$ cat src/source/issue_macros.svh
`ifndef ISSUE_MACROS_SVH
`define ISSUE_MACROS_SVH

// operand use time
// ex means the value must be forwardable when the consumer enters ex
`define ISSUE_USE_EX 1'b0
// m2 means the consumer only needs the value late, in m2
`define ISSUE_USE_M2 1'b1

// result ready time
// alu style results are forwardable from ex on
`define ISSUE_READY_EX 1'b0
// loads and other long results only from m2
`define ISSUE_READY_M2 1'b1

// architectural limits
`define ISSUE_NUM_REGS 32
`define ISSUE_NUM_STAGES 3

`endif

$ cat src/source/issue_pkg.sv
`include "issue_macros.svh"

package issue_pkg;

	// architectural register index
	typedef logic [$clog2(`ISSUE_NUM_REGS)-1:0] reg_idx_t;

	// one bit per back-end stage
	// bit 0 ex, bit 1 m1, bit 2 m2
	typedef logic [`ISSUE_NUM_STAGES-1:0] stage_vec_t;

	// use or ready time code, see issue_macros.svh
	typedef logic time_code_t;

	// one decoded instruction as seen by issue
	typedef struct packed {
		// destination, zero means no write
		reg_idx_t w_reg;
		// two sources
		reg_idx_t [1:0] r_reg;
		// per source use time
		time_code_t [1:0] use_time;
		// when the result can be forwarded
		time_code_t ready_time;
		// branch, privileged, load/store
		logic pipe_one;
		// mul/div
		logic pipe_two;
		// serialize everything behind this one
		logic wait_hint;
	} inst_t;

	// scoreboard entry for one register
	typedef struct packed {
		// pipe holding the pending writer
		logic pipe_sel;
		// one-hot stage, moves toward m2
		stage_vec_t pos;
		// readiness per stage, moves toward ex
		stage_vec_t fwd_ready;
	} sb_entry_t;

	// forwarding selects for one operand
	typedef struct packed {
		logic fwd_pipe;
		// bit 0 regfile, bits 1..3 ex/m1/m2 producer
		logic [3:0] ex_src;
		logic [2:0] m1_src;
		logic [1:0] m2_src;
	} fwd_info_t;

endpackage

$ cat src/source/issue_select.sv
module issue_select (
	input logic [1:0] inst_valid_i,
	input logic [1:0] raw_block_i,
	input logic pair_block_i,
	input logic stall_i,
	input logic clr_frontend_i,
	// class bits of the pair
	input logic first_pipe_two_i,
	input logic second_pipe_one_i,
	// 00, 01 or 11 only
	output logic [1:0] issue_o,
	// 1 swaps the pair across the pipes
	output logic revert_o
);

	logic issue_first;
	logic issue_second;

	// head goes unless blocked by an older writer or held by the front
	assign issue_first = inst_valid_i[0] & ~raw_block_i[0] & ~stall_i & ~clr_frontend_i;

	// in order, younger only rides along with the older
	assign issue_second = issue_first & inst_valid_i[1] & ~raw_block_i[1] & ~pair_block_i;

	assign issue_o = {issue_second, issue_first};

	// pipe_one work lands on pipe 0, pipe_two work on pipe 1
	assign revert_o = (issue_second & second_pipe_one_i)
		| (issue_first & first_pipe_two_i);

endmodule

$ cat src/source/issue_top.sv
module issue_top import issue_pkg::*; (
	input logic clk,
	input logic rst_n,
	input inst_t [1:0] inst_i,
	input logic [1:0] inst_valid_i,
	input stage_vec_t [1:0] stall_vec_i,
	input stage_vec_t [1:0] clr_vec_i,
	input logic stall_i,
	input logic clr_frontend_i,
	output logic [1:0] issue_o,
	output logic revert_o,
	output fwd_info_t [1:0][1:0] fwd_info_o
);

	// per instruction verdict against in-flight writers
	logic [1:0] raw_block;
	// younger against older in the same cycle
	logic pair_block;

	// issue decisions loop back into the table
	scoreboard u_scoreboard (
		.clk(clk),
		.rst_n(rst_n),
		.inst_i(inst_i),
		.issue_i(issue_o),
		.revert_i(revert_o),
		.stall_vec_i(stall_vec_i),
		.clr_vec_i(clr_vec_i),
		.raw_block_o(raw_block),
		.fwd_info_o(fwd_info_o)
	);

	pair_hazard u_pair_hazard (
		.first_i(inst_i[0]),
		.second_i(inst_i[1]),
		.pair_block_o(pair_block)
	);

	issue_select u_issue_select (
		.inst_valid_i(inst_valid_i),
		.raw_block_i(raw_block),
		.pair_block_i(pair_block),
		.stall_i(stall_i),
		.clr_frontend_i(clr_frontend_i),
		.first_pipe_two_i(inst_i[0].pipe_two),
		.second_pipe_one_i(inst_i[1].pipe_one),
		.issue_o(issue_o),
		.revert_o(revert_o)
	);

endmodule

$ cat src/source/pair_hazard.sv
module pair_hazard import issue_pkg::*; (
	// older instruction
	input inst_t first_i,
	// younger instruction
	input inst_t second_i,
	output logic pair_block_o
);

	logic data_hit;
	logic class_hit;
	logic serial_hit;

	// younger reads or rewrites what the older writes
	// r0 writes don't count
	assign data_hit = (first_i.w_reg != '0)
		&& ((first_i.w_reg == second_i.r_reg[0])
		|| (first_i.w_reg == second_i.r_reg[1])
		|| (first_i.w_reg == second_i.w_reg));

	// each pipe takes one of its own class per cycle
	// a younger pipe_one never pairs so the older can't be flushed past it
	// which also covers two pipe_one in one pair
	assign class_hit = (first_i.pipe_two & second_i.pipe_two)
		| second_i.pipe_one;

	// older asks to go alone
	assign serial_hit = first_i.wait_hint;

	assign pair_block_o = data_hit | class_hit | serial_hit;

endmodule

$ cat src/source/scoreboard.sv
`include "issue_macros.svh"

module scoreboard import issue_pkg::*; (
	input logic clk,
	input logic rst_n,
	input inst_t [1:0] inst_i,
	input logic [1:0] issue_i,
	input logic revert_i,
	// per pipe stage vectors
	input stage_vec_t [1:0] stall_vec_i,
	input stage_vec_t [1:0] clr_vec_i,
	output logic [1:0] raw_block_o,
	// indexed by instruction, then by source
	output fwd_info_t [1:0][1:0] fwd_info_o
);

	// one entry per architectural register
	sb_entry_t [`ISSUE_NUM_REGS-1:0] sb_q;
	sb_entry_t [`ISSUE_NUM_REGS-1:0] sb_d;

	// returns 1 when the source cannot be read yet
	function automatic logic raw_hit(input sb_entry_t ent, input time_code_t use_time);
		logic ok;
		ok = 1'b0;
		unique case (use_time)
			// needs the value at ex entry
			`ISSUE_USE_EX: ok = (ent.pos == '0) || ent.fwd_ready[0];
			// any forwardable stage will do, it catches up by m2
			`ISSUE_USE_M2: ok = (ent.pos == '0) || (|ent.fwd_ready);
		endcase
		return ~ok;
	endfunction

	// one-hot source selects per consumer stage
	function automatic fwd_info_t fwd_gen(input sb_entry_t ent);
		fwd_info_t f;
		f.fwd_pipe = ent.pipe_sel;
		// consumer in ex sees producers in ex, m1, m2
		f.ex_src[3:1] = ent.pos & {3{ent.fwd_ready[0]}};
		f.ex_src[0] = ~|f.ex_src[3:1];
		// consumer in m1 sees producers in m1, m2
		f.m1_src[2:1] = ent.pos[1:0] & {2{ent.fwd_ready[1]}};
		f.m1_src[0] = ~|f.m1_src[2:1];
		// consumer in m2 only from m2
		f.m2_src[1] = ent.pos[0] & ent.fwd_ready[2];
		f.m2_src[0] = ~f.m2_src[1];
		return f;
	endfunction

	// move one entry a stage along its pipe
	function automatic sb_entry_t age_entry(
		input sb_entry_t ent,
		input stage_vec_t stall_vec,
		input stage_vec_t clr_vec
	);
		sb_entry_t nxt;
		nxt.pipe_sel = ent.pipe_sel;
		// plain advance
		nxt.pos = {ent.pos[1:0], 1'b0};
		nxt.fwd_ready = {1'b0, ent.fwd_ready[2:1]};
		// flushed writer keeps moving but never forwards
		if (|(ent.pos & clr_vec)) begin
			nxt.fwd_ready = '0;
		end
		// stall beats clear
		if (|(ent.pos & stall_vec)) begin
			nxt.pos = ent.pos;
			nxt.fwd_ready = ent.fwd_ready;
		end
		return nxt;
	endfunction

	// fresh entry for a writer entering ex
	function automatic sb_entry_t issue_entry(input inst_t inst, input logic pipe);
		sb_entry_t nxt;
		nxt.pipe_sel = pipe;
		nxt.pos = 3'b001;
		nxt.fwd_ready = '0;
		unique case (inst.ready_time)
			`ISSUE_READY_EX: nxt.fwd_ready = 3'b111;
			// only the m2 slot, shifts down into ex readiness later
			`ISSUE_READY_M2: nxt.fwd_ready = 3'b100;
		endcase
		return nxt;
	endfunction

	// next state, issue overrides aging
	always_comb begin
		for (int e = 0; e < `ISSUE_NUM_REGS; e++) begin
			sb_d[e] = age_entry(sb_q[e], stall_vec_i[sb_q[e].pipe_sel],
				clr_vec_i[sb_q[e].pipe_sel]);
			// slot 1 last so it wins on a shared destination
			for (int k = 0; k < 2; k++) begin
				if (issue_i[k] && (inst_i[k].w_reg == reg_idx_t'(e))) begin
					sb_d[e] = issue_entry(inst_i[k], k[0] ^ revert_i);
				end
			end
		end
		// r0 never has a pending writer
		sb_d[0] = '0;
	end

	always_ff @(posedge clk) begin
		if (!rst_n) begin
			sb_q <= '0;
		end else begin
			sb_q <= sb_d;
		end
	end

	// lookups for both instructions, both sources
	always_comb begin
		raw_block_o = '0;
		for (int k = 0; k < 2; k++) begin
			for (int j = 0; j < 2; j++) begin
				raw_block_o[k] = raw_block_o[k]
					| raw_hit(sb_q[inst_i[k].r_reg[j]], inst_i[k].use_time[j]);
				fwd_info_o[k][j] = fwd_gen(sb_q[inst_i[k].r_reg[j]]);
			end
		end
	end

endmodule

$ cat config.mk
export PLATFORM = sky130hd
export DESIGN_NAME = issue_top
export DESIGN_NICKNAME = d
export VERILOG_FILES = /design/src/source/issue_pkg.sv /design/src/source/issue_select.sv /design/src/source/issue_top.sv /design/src/source/pair_hazard.sv /design/src/source/scoreboard.sv
export VERILOG_INCLUDE_DIRS = /design/src /design/src/source
export SDC_FILE = /design/constraint.sdc
export NUM_CORES = 1
export LEC_CHECK = 0
export BUFFER_PORTS_ARGS = -buffer_cell sky130_fd_sc_hd__clkbuf_2
export CAP_MARGIN = 25
export CELL_PAD_IN_SITES_DETAIL_PLACEMENT = 1
export CELL_PAD_IN_SITES_GLOBAL_PLACEMENT = 1
export CORE_UTILIZATION = 40
export CTS_BUF_LIST = sky130_fd_sc_hd__clkbuf_2 sky130_fd_sc_hd__clkbuf_4 sky130_fd_sc_hd__clkbuf_8
export CTS_CLUSTER_DIAMETER = 40
export DETAILED_ROUTE_END_ITERATION = 8
export GPL_TIMING_DRIVEN = 1
export PLACE_DENSITY = 0.82
export SYNTH_ARGS = -nofsm -noshare
export SYNTH_HDL_FRONTEND = slang
export SYNTH_HIERARCHICAL = 1
export SYNTH_SLANG_ARGS = --single-unit
$ cat constraint.sdc
create_clock -name clk -period 4.05 [get_ports clk]
set_input_delay 0.405 -clock clk [delete_from_list [all_inputs] [get_ports clk]]
set_output_delay 0.405 -clock clk [all_outputs]
set_load 0.01 [all_outputs]
## After elaboration in Yosys (flattened, before gate mapping)

Cells that the tools add are included.
Widths: inputs -> output; s select.

| storage, ports and cells | value |
|---|---|
| input bits | 60 |
| bits in registers | 217 |
| output and inout bits | 43 |

| operators by class | value |
|---|---|
| reduce and logical (&&, ||, !) cells | 222 |
| equality and inequality tests | 96 |
| order comparisons | 35 |
| bitwise gates (word level) | 110 |
| multiplexer cells | 262 |

Operators by type and width:

| cell | count |
|---|---|
| $mux 7 | 66 |
| $mux 3 | 124 |
| $reduce_or 3->1 | 101 |
| $and 3x3->3 | 66 |
| $mux 6 | 31 |
| $eq 5x5->1 const B | 32 |
| $bmux 7 s5 | 4 |
| $ne 3x3->1 const B | 31 |
| $eq 5x4->1 const B | 16 |
| $logic_and 1x1->1 | 63 |
| $lt 1x2->1 const B | 31 |
| $mux 2 | 31 |
| $reduce_bool 2->1 | 31 |
| $eq 5x3->1 const B | 8 |
| $lt 5x6->1 const B | 4 |
| $not 1->1 | 21 |
| $eq 5x2->1 const B | 4 |
| $eq 5x5->1 | 3 |
| $and 1x1->1 | 13 |
| $logic_not 3->1 | 4 |
| $pmux 3 s2 | 2 |
| $eq 5x1->1 const B | 2 |
| $logic_or 1x1->1 | 10 |
| $and 2x2->2 | 4 |
| other kinds (5) | 23 |

## Depth between registers and ports, before layout

| logic depth | value |
|---|---|
| word-level depth | 18 |
| gate-level depth with buffers | 21 |
| depth with buffers taken out | 14 |

## Hierarchy

The synthesis kept the hierarchy.

Modules (own cells, without submodules):

| module | area each (µm²) | seq. area each (µm²) | cells an instance | times used |
|---|---|---|---|---|
| scoreboard | 18408.9 | 3723.6 | 2058 | 1 |
| pair_hazard | 196.4 | 0.0 | 26 | 1 |
| issue_select | 66.3 | 0.0 | 7 | 1 |

## Worst setup path before layout

OpenSTA, ideal clock, no wires.

| timing | value |
|---|---|
| path kind | input-to-reg |
| start point | input inst_i[7] (netlist name) |
| end point | register u_scoreboard/sb_q[113] (netlist name) |
| path buffers | 4 |
| data arrival time | 4.259 ns |
| cell stages on the path | 16 |
| data required time | 3.922 ns |
| setup slack | -0.336 ns |
| cell sequence | buf_2 > buf_2 > mux4_2 > o211a_1 > a211oi_1 > a31o_2 > o32ai_2 > nor4b_4 > and3_1 > buf_4 > clkbuf_1 > nor4b_1 > nand2_1 > and3_1 > a22oi_1 > nor2_1 |

| between the ends | value |
|---|---|
| word-level cells in the longest chain between the ends | 16 |
| elaborated cells on any way between the ends | 21 |

RTL lines:

| element | RTL line | RTL |
|---|---|---|
| start, declared | issue_top.sv:4 | `input inst_t [1:0] inst_i,` |
| $bmux 7 s5 * | scoreboard.sv:117 | `\| raw_hit(sb_q[inst_i[k].r_reg[j]], inst_i[k].use_time[j]);` |
| $mux 7 (not written as such) * | scoreboard.sv:117 |  |
| $logic_not 3->1 / $reduce_or 3->1 (equally long branches) | scoreboard.sv:27, scoreboard.sv:29 |  |
| $logic_or 1x1->1, on equally long branches | scoreboard.sv:29, scoreboard.sv:27 |  |
| $pmux 1 s2 * | scoreboard.sv:25 | `unique case (use_time)` |
| $not 1->1 * | scoreboard.sv:31 | `return ~ok;` |
| $or 1x1->1 * | scoreboard.sv:117 |  |
| net raw_block[0] | issue_top.sv:16 | `logic [1:0] raw_block;` |
| $not 1->1 * | issue_select.sv:20 | `assign issue_first = inst_valid_i[0] & ~raw_block_i[0] & ~stall_i & ~clr_frontend_i;` |
| $and 1x1->1 * (3 in series) | issue_select.sv:20 |  |
| net u_issue_select.issue_first | issue_select.sv:16 | `logic issue_first;` |
| $and 1x1->1 * (3 in series) | issue_select.sv:23 | `assign issue_second = issue_first & inst_valid_i[1] & ~raw_block_i[1] & ~pair_block_i;` |
| net u_issue_select.issue_second | issue_select.sv:17 | `logic issue_second;` |
| $logic_and 1x1->1 * | scoreboard.sv:94 | `if (issue_i[k] && (inst_i[k].w_reg == reg_idx_t'(e))) begin` |
| $ne 3x3->1 (no source line) / $mux 7 (equally long branches) | -- |  |
| end signal, assigned | scoreboard.sv:105 | `sb_q <= '0;` |
| end signal, assigned | scoreboard.sv:107 | `sb_q <= sb_d;` |
| end, declared | scoreboard.sv:18 | `` sb_entry_t [`ISSUE_NUM_REGS-1:0] sb_q; `` |

Mark *: on every way through the listed nets, which the timed path passes. The rest lies on a longest branch. The select of a mux whose other input is x is not followed.
A chain may end at the register's enable or synchronous reset.

## Worst setup path in the final report

| timing | value |
|---|---|
| start point | register u_scoreboard/sb_q[101] (netlist name) |
| end point | register u_scoreboard/sb_q[64] (netlist name) |

| between the ends | value |
|---|---|
| word-level cells in the longest chain between the ends | 16 |
| elaborated cells on any way between the ends | 43 |

RTL lines:

| element | RTL line |
|---|---|
| $bmux 7 s5 | scoreboard.sv:117 |
| $mux 7 (not written as such) | scoreboard.sv:117 |
| $logic_not 3->1 | scoreboard.sv:27, scoreboard.sv:29 |
| $logic_or 1x1->1, on equally long branches | scoreboard.sv:29, scoreboard.sv:27 |
| $pmux 1 s2 | scoreboard.sv:25 |
| $not 1->1 | scoreboard.sv:31 |
| $or 1x1->1 * | scoreboard.sv:117 |
| net raw_block[0] | issue_top.sv:16 |
| $not 1->1 * | issue_select.sv:20 |
| $and 1x1->1 * (3 in series) | issue_select.sv:20 |
| $and 1x1->1 (3 in series) | issue_select.sv:23 |
| $logic_and 1x1->1 | scoreboard.sv:94 |
| $ne 3x3->1 (no source line) / $mux 7 (equally long branches) | -- |

Marked as above.

==> metrics.cfg <==
[detailed_routing]
wl_per_cell_um = 32.8
drtPass1Iterations = 6
drc_errors = 0
routed_wl_um = 101000
drt_iter0_markers = 3246
viasPerCell = 7.16
ant_nets = 0
vias = 22100

[timing]
hold_slack_ns = 0.330
fin_tns_setup_ns = -0.0677
min_period_over_period = 1.00
rsz0062_at_grt = true
tightest_slew_ns = 1.33
setup_viol_count_final = 8
hold_viol_final = 0
maxSlewViolCount = 0
fin_crit_ns = 4.07
skew_ns = 0.0218
layout_setup_ws_ns = -0.0184
max_freq_mhz = 246
relSlewSlack = 0.117

[synth]
synth_nets = 2151
synth_top_area_frac = 0.199
synth_cell_types = 81
yosys_warnings = 6
synthesis.area_um2 = 18700
async_reset_ff_frac = 0
synth_flop_cell = dfxtp_1
yosys.area.top_type = dfxtp_1
synth_edf_count = 0
synthTopCellsByArea = dfxtp_1 20%, mux4_2 20%, mux2_2 9.0%
synthCells = 2091
ys_seq_area_frac = 0.199
ys_ff_latch = 186
syn_avg_cell_area_um2 = 8.93

[critical_path]
r2r_start = u_scoreboard/sb_q[101]
required_ns = 4.52
crit_fanout = 7
arrival_ns = 4.54
endpoint_kind = register
rrSetupSlack_ns = -0.02
setup.worst_path.class = reg2reg
r2r_end = u_scoreboard/sb_q[64]
critPathLaunchType = register
ff2ff_path_depth = 16

[clock_tree]
cts_tree = done
clk_pin_slew_worst_paths_ns = 0.12
cts_max_level = 4
clockRootBuffer = clkbuf_8
clock_sinks = 186
max-clock-path-buffers = 2
clkLatencyLatePin_ns = 0.61
ctsHoldBuffers = 0
cts_buffers = 17

[power]
peakVddDrop_uv = 205
power.leakage_nw = 10.0
powerDensity_nw_per_um2 = 185
p_total_mw = 4.49

[run_status]
status = finished, violations left
violations = setup timing

[grt]
grt_max_degree = 45
antenna_found_initial = 7
overflow = 0
grt_pass1_wl_um = 144000
grt_usage = 0.416
grt_pass1_vias = 22000

[layout]
final_util = 0.532
area_growth_pct = 30.3
drive_above_1_share = 0.438
multiInputGateArea_um2 = 14300
nets = 2532
layout.area.seq_um2 = 3750
largest_register_ffs = 186
max_flop_register = u_scoreboard/sb_q
nFillCells = 5239
reg_top3 = u_scoreboard/sb_q (186)

[min_path]
min-delay-start = rst_n
worstHoldPathCells = 3
hold_end = u_scoreboard/sb_q[196]
hold_class = in2reg

[die]
core_area_um2 = 45700
io_pins = 103
chipHeight_um = 218
chipWidth_um = 218
row_count = 78
die-area_um2 = 47500
start_util = 0.409

[place]
pre_cts_ws_ns = -0.691
gp_congestion = 1.08
dp_hpwl_um = 74400
portBuffers = 100

[flow_run]
drv_cap = 0

==> per-stage QoR <==
step | std cells | area, um2
2_1_floorplan | 2091 | 18700
3_3_place_gp | 3021 | 22800
3_5_place_dp | 3028 | 22900
4_1_cts | 3067 | 23600
5_1_grt | 3086 | 24300
6_report | 3087 | 24300
==> layout make-up <==
class	instances	area share
multi-input cells	1624	0.587
repair buffers	611	0.204
flip-flops and latches	186	0.154
well taps	600	0.0309
clock buffers	18	0.00993
clock inverters	14	0.00890
inverters	32	0.00525
diodes	2	0.000206
==> cell usage in the layout, fill, tap and decap left out, types with 17 or more instances in the layout <==
master | Yosys | final
and4_1 | 27 | 25
nand3_1 | 68 | 64
mux4_2 | 163 | 163
mux2_2 | 150 | 150
a22oi_1 | 91 | 77
buf_6 | 10 | 20
a211oi_1 | 35 | 31
nor3_1 | 34 | 31
nor2b_1 | 37 | 33
buf_12 | 1 | 27
inv_1 | 27 | 27
clkbuf_8 | 0 | 18
a221oi_1 | 74 | 74
nand2b_1 | 39 | 38
a21oi_1 | 55 | 53
nand2_1 | 182 | 165
nor2_1 | 238 | 227
mux2i_1 | 82 | 82
a311oi_1 | 17 | 17
clkbuf_2 | 3 | 98
o21ai_0 | 40 | 25
a222oi_1 | 31 | 31
a21o_1 | 83 | 83
dfxtp_1 | 186 | 173
a31oi_1 | 18 | 18
buf_4 | 6 | 455
==> worst max path at each step <==
stage,slack [ns],depth (start not counted),endpoint,from
after floorplan,0.008,19,u_scoreboard/sb_q[84],inst_i[11]
after global placement,-0.55,20,u_scoreboard/sb_q[145],inst_i[11]
after detailed placement,-0.69,20,u_scoreboard/sb_q[145],inst_i[11]
after CTS,-0.08,13,revert_o,u_scoreboard/sb_q[102]
after global routing,-0.09,18,u_scoreboard/sb_q[189],u_scoreboard/sb_q[95]
final,-0.02,16,u_scoreboard/sb_q[64],u_scoreboard/sb_q[101]
==> cells in the mapped netlist (all sizes together) (4+ instances only) <==
cell	instances
a222oi	31
and3	6
a22o	6
nand3	68
o22ai	15
a2111oi	4
o21bai	5
o211a	5
o21ai	42
or3	4
and4	27
dfxtp	186
and4b	5
nand2b	39
clkbuf	182
mux2i	84
nand2	182
buf	67
a21o	83
o32ai	4
o2111ai	4
a221oi	74
nor3b	4
mux4	169
a31oi	18
a21oi	55
nor2b	37
or2	6
nor4	6
nor2	238
nor3	34
and2	12
xor2	12
a311oi	18
mux2	150
nor4bb	7
inv	31
nor4b	4
a22oi	91
o211ai	6
a211oi	36
==> what timing repair did <==
action | in CTS | in global routing
pin swaps | 17 | 37
setup endpoints to repair | 132 | 110
setup buffers | 8 | 16
gates cloned | 0 | 1
gates resized for setup | 39 | 140
==> layer usage <==
layer,part of all wire,global-route usage,vias up
met2,0.43,0.617,1819
met5,0.00073,0,-
met1,0.37,0.523,10900
met3,0.13,0.138,502
met4,0.068,0.246,10
li1,-,-,8850
==> logic make-up after synthesis <==
family | after synthesis | share of synthesized area
buffers and inverters | 281 | 0.0652
AOI/OAI and AO/OA | 516 | 0.208
xor gates and xnor gates | 15 | 0.00704
and+or+nand+nor | 690 | 0.178
DFF | 186 | 0.199
muxes | 403 | 0.342
==> critical path: stages, from the launching register on <==
cell and delay (ns):
dfxtp_4 0.38, buf_4 0.15, mux4_2 0.52, a22o_1 0.24, nor4_4 0.37, and3_4 0.25
o32ai_2 0.09, nor4b_4 0.28, buf_4 0.20, buf_6 0.13, nor4bb_4 0.30, buf_4 0.23
nand2_1 0.11, and4_1 0.22, a21o_1 0.20, a22oi_2 0.18, nor2_2 0.07
==> power by group <==
group	total, mW	internal (mW)	switching, mW
logic	1.11	0.438	0.668
clock network	1.56	0.745	0.813
registers	1.83	1.83	0.00359
total	4.49	3.01	1.48
(Power assumes the default switching activity.)
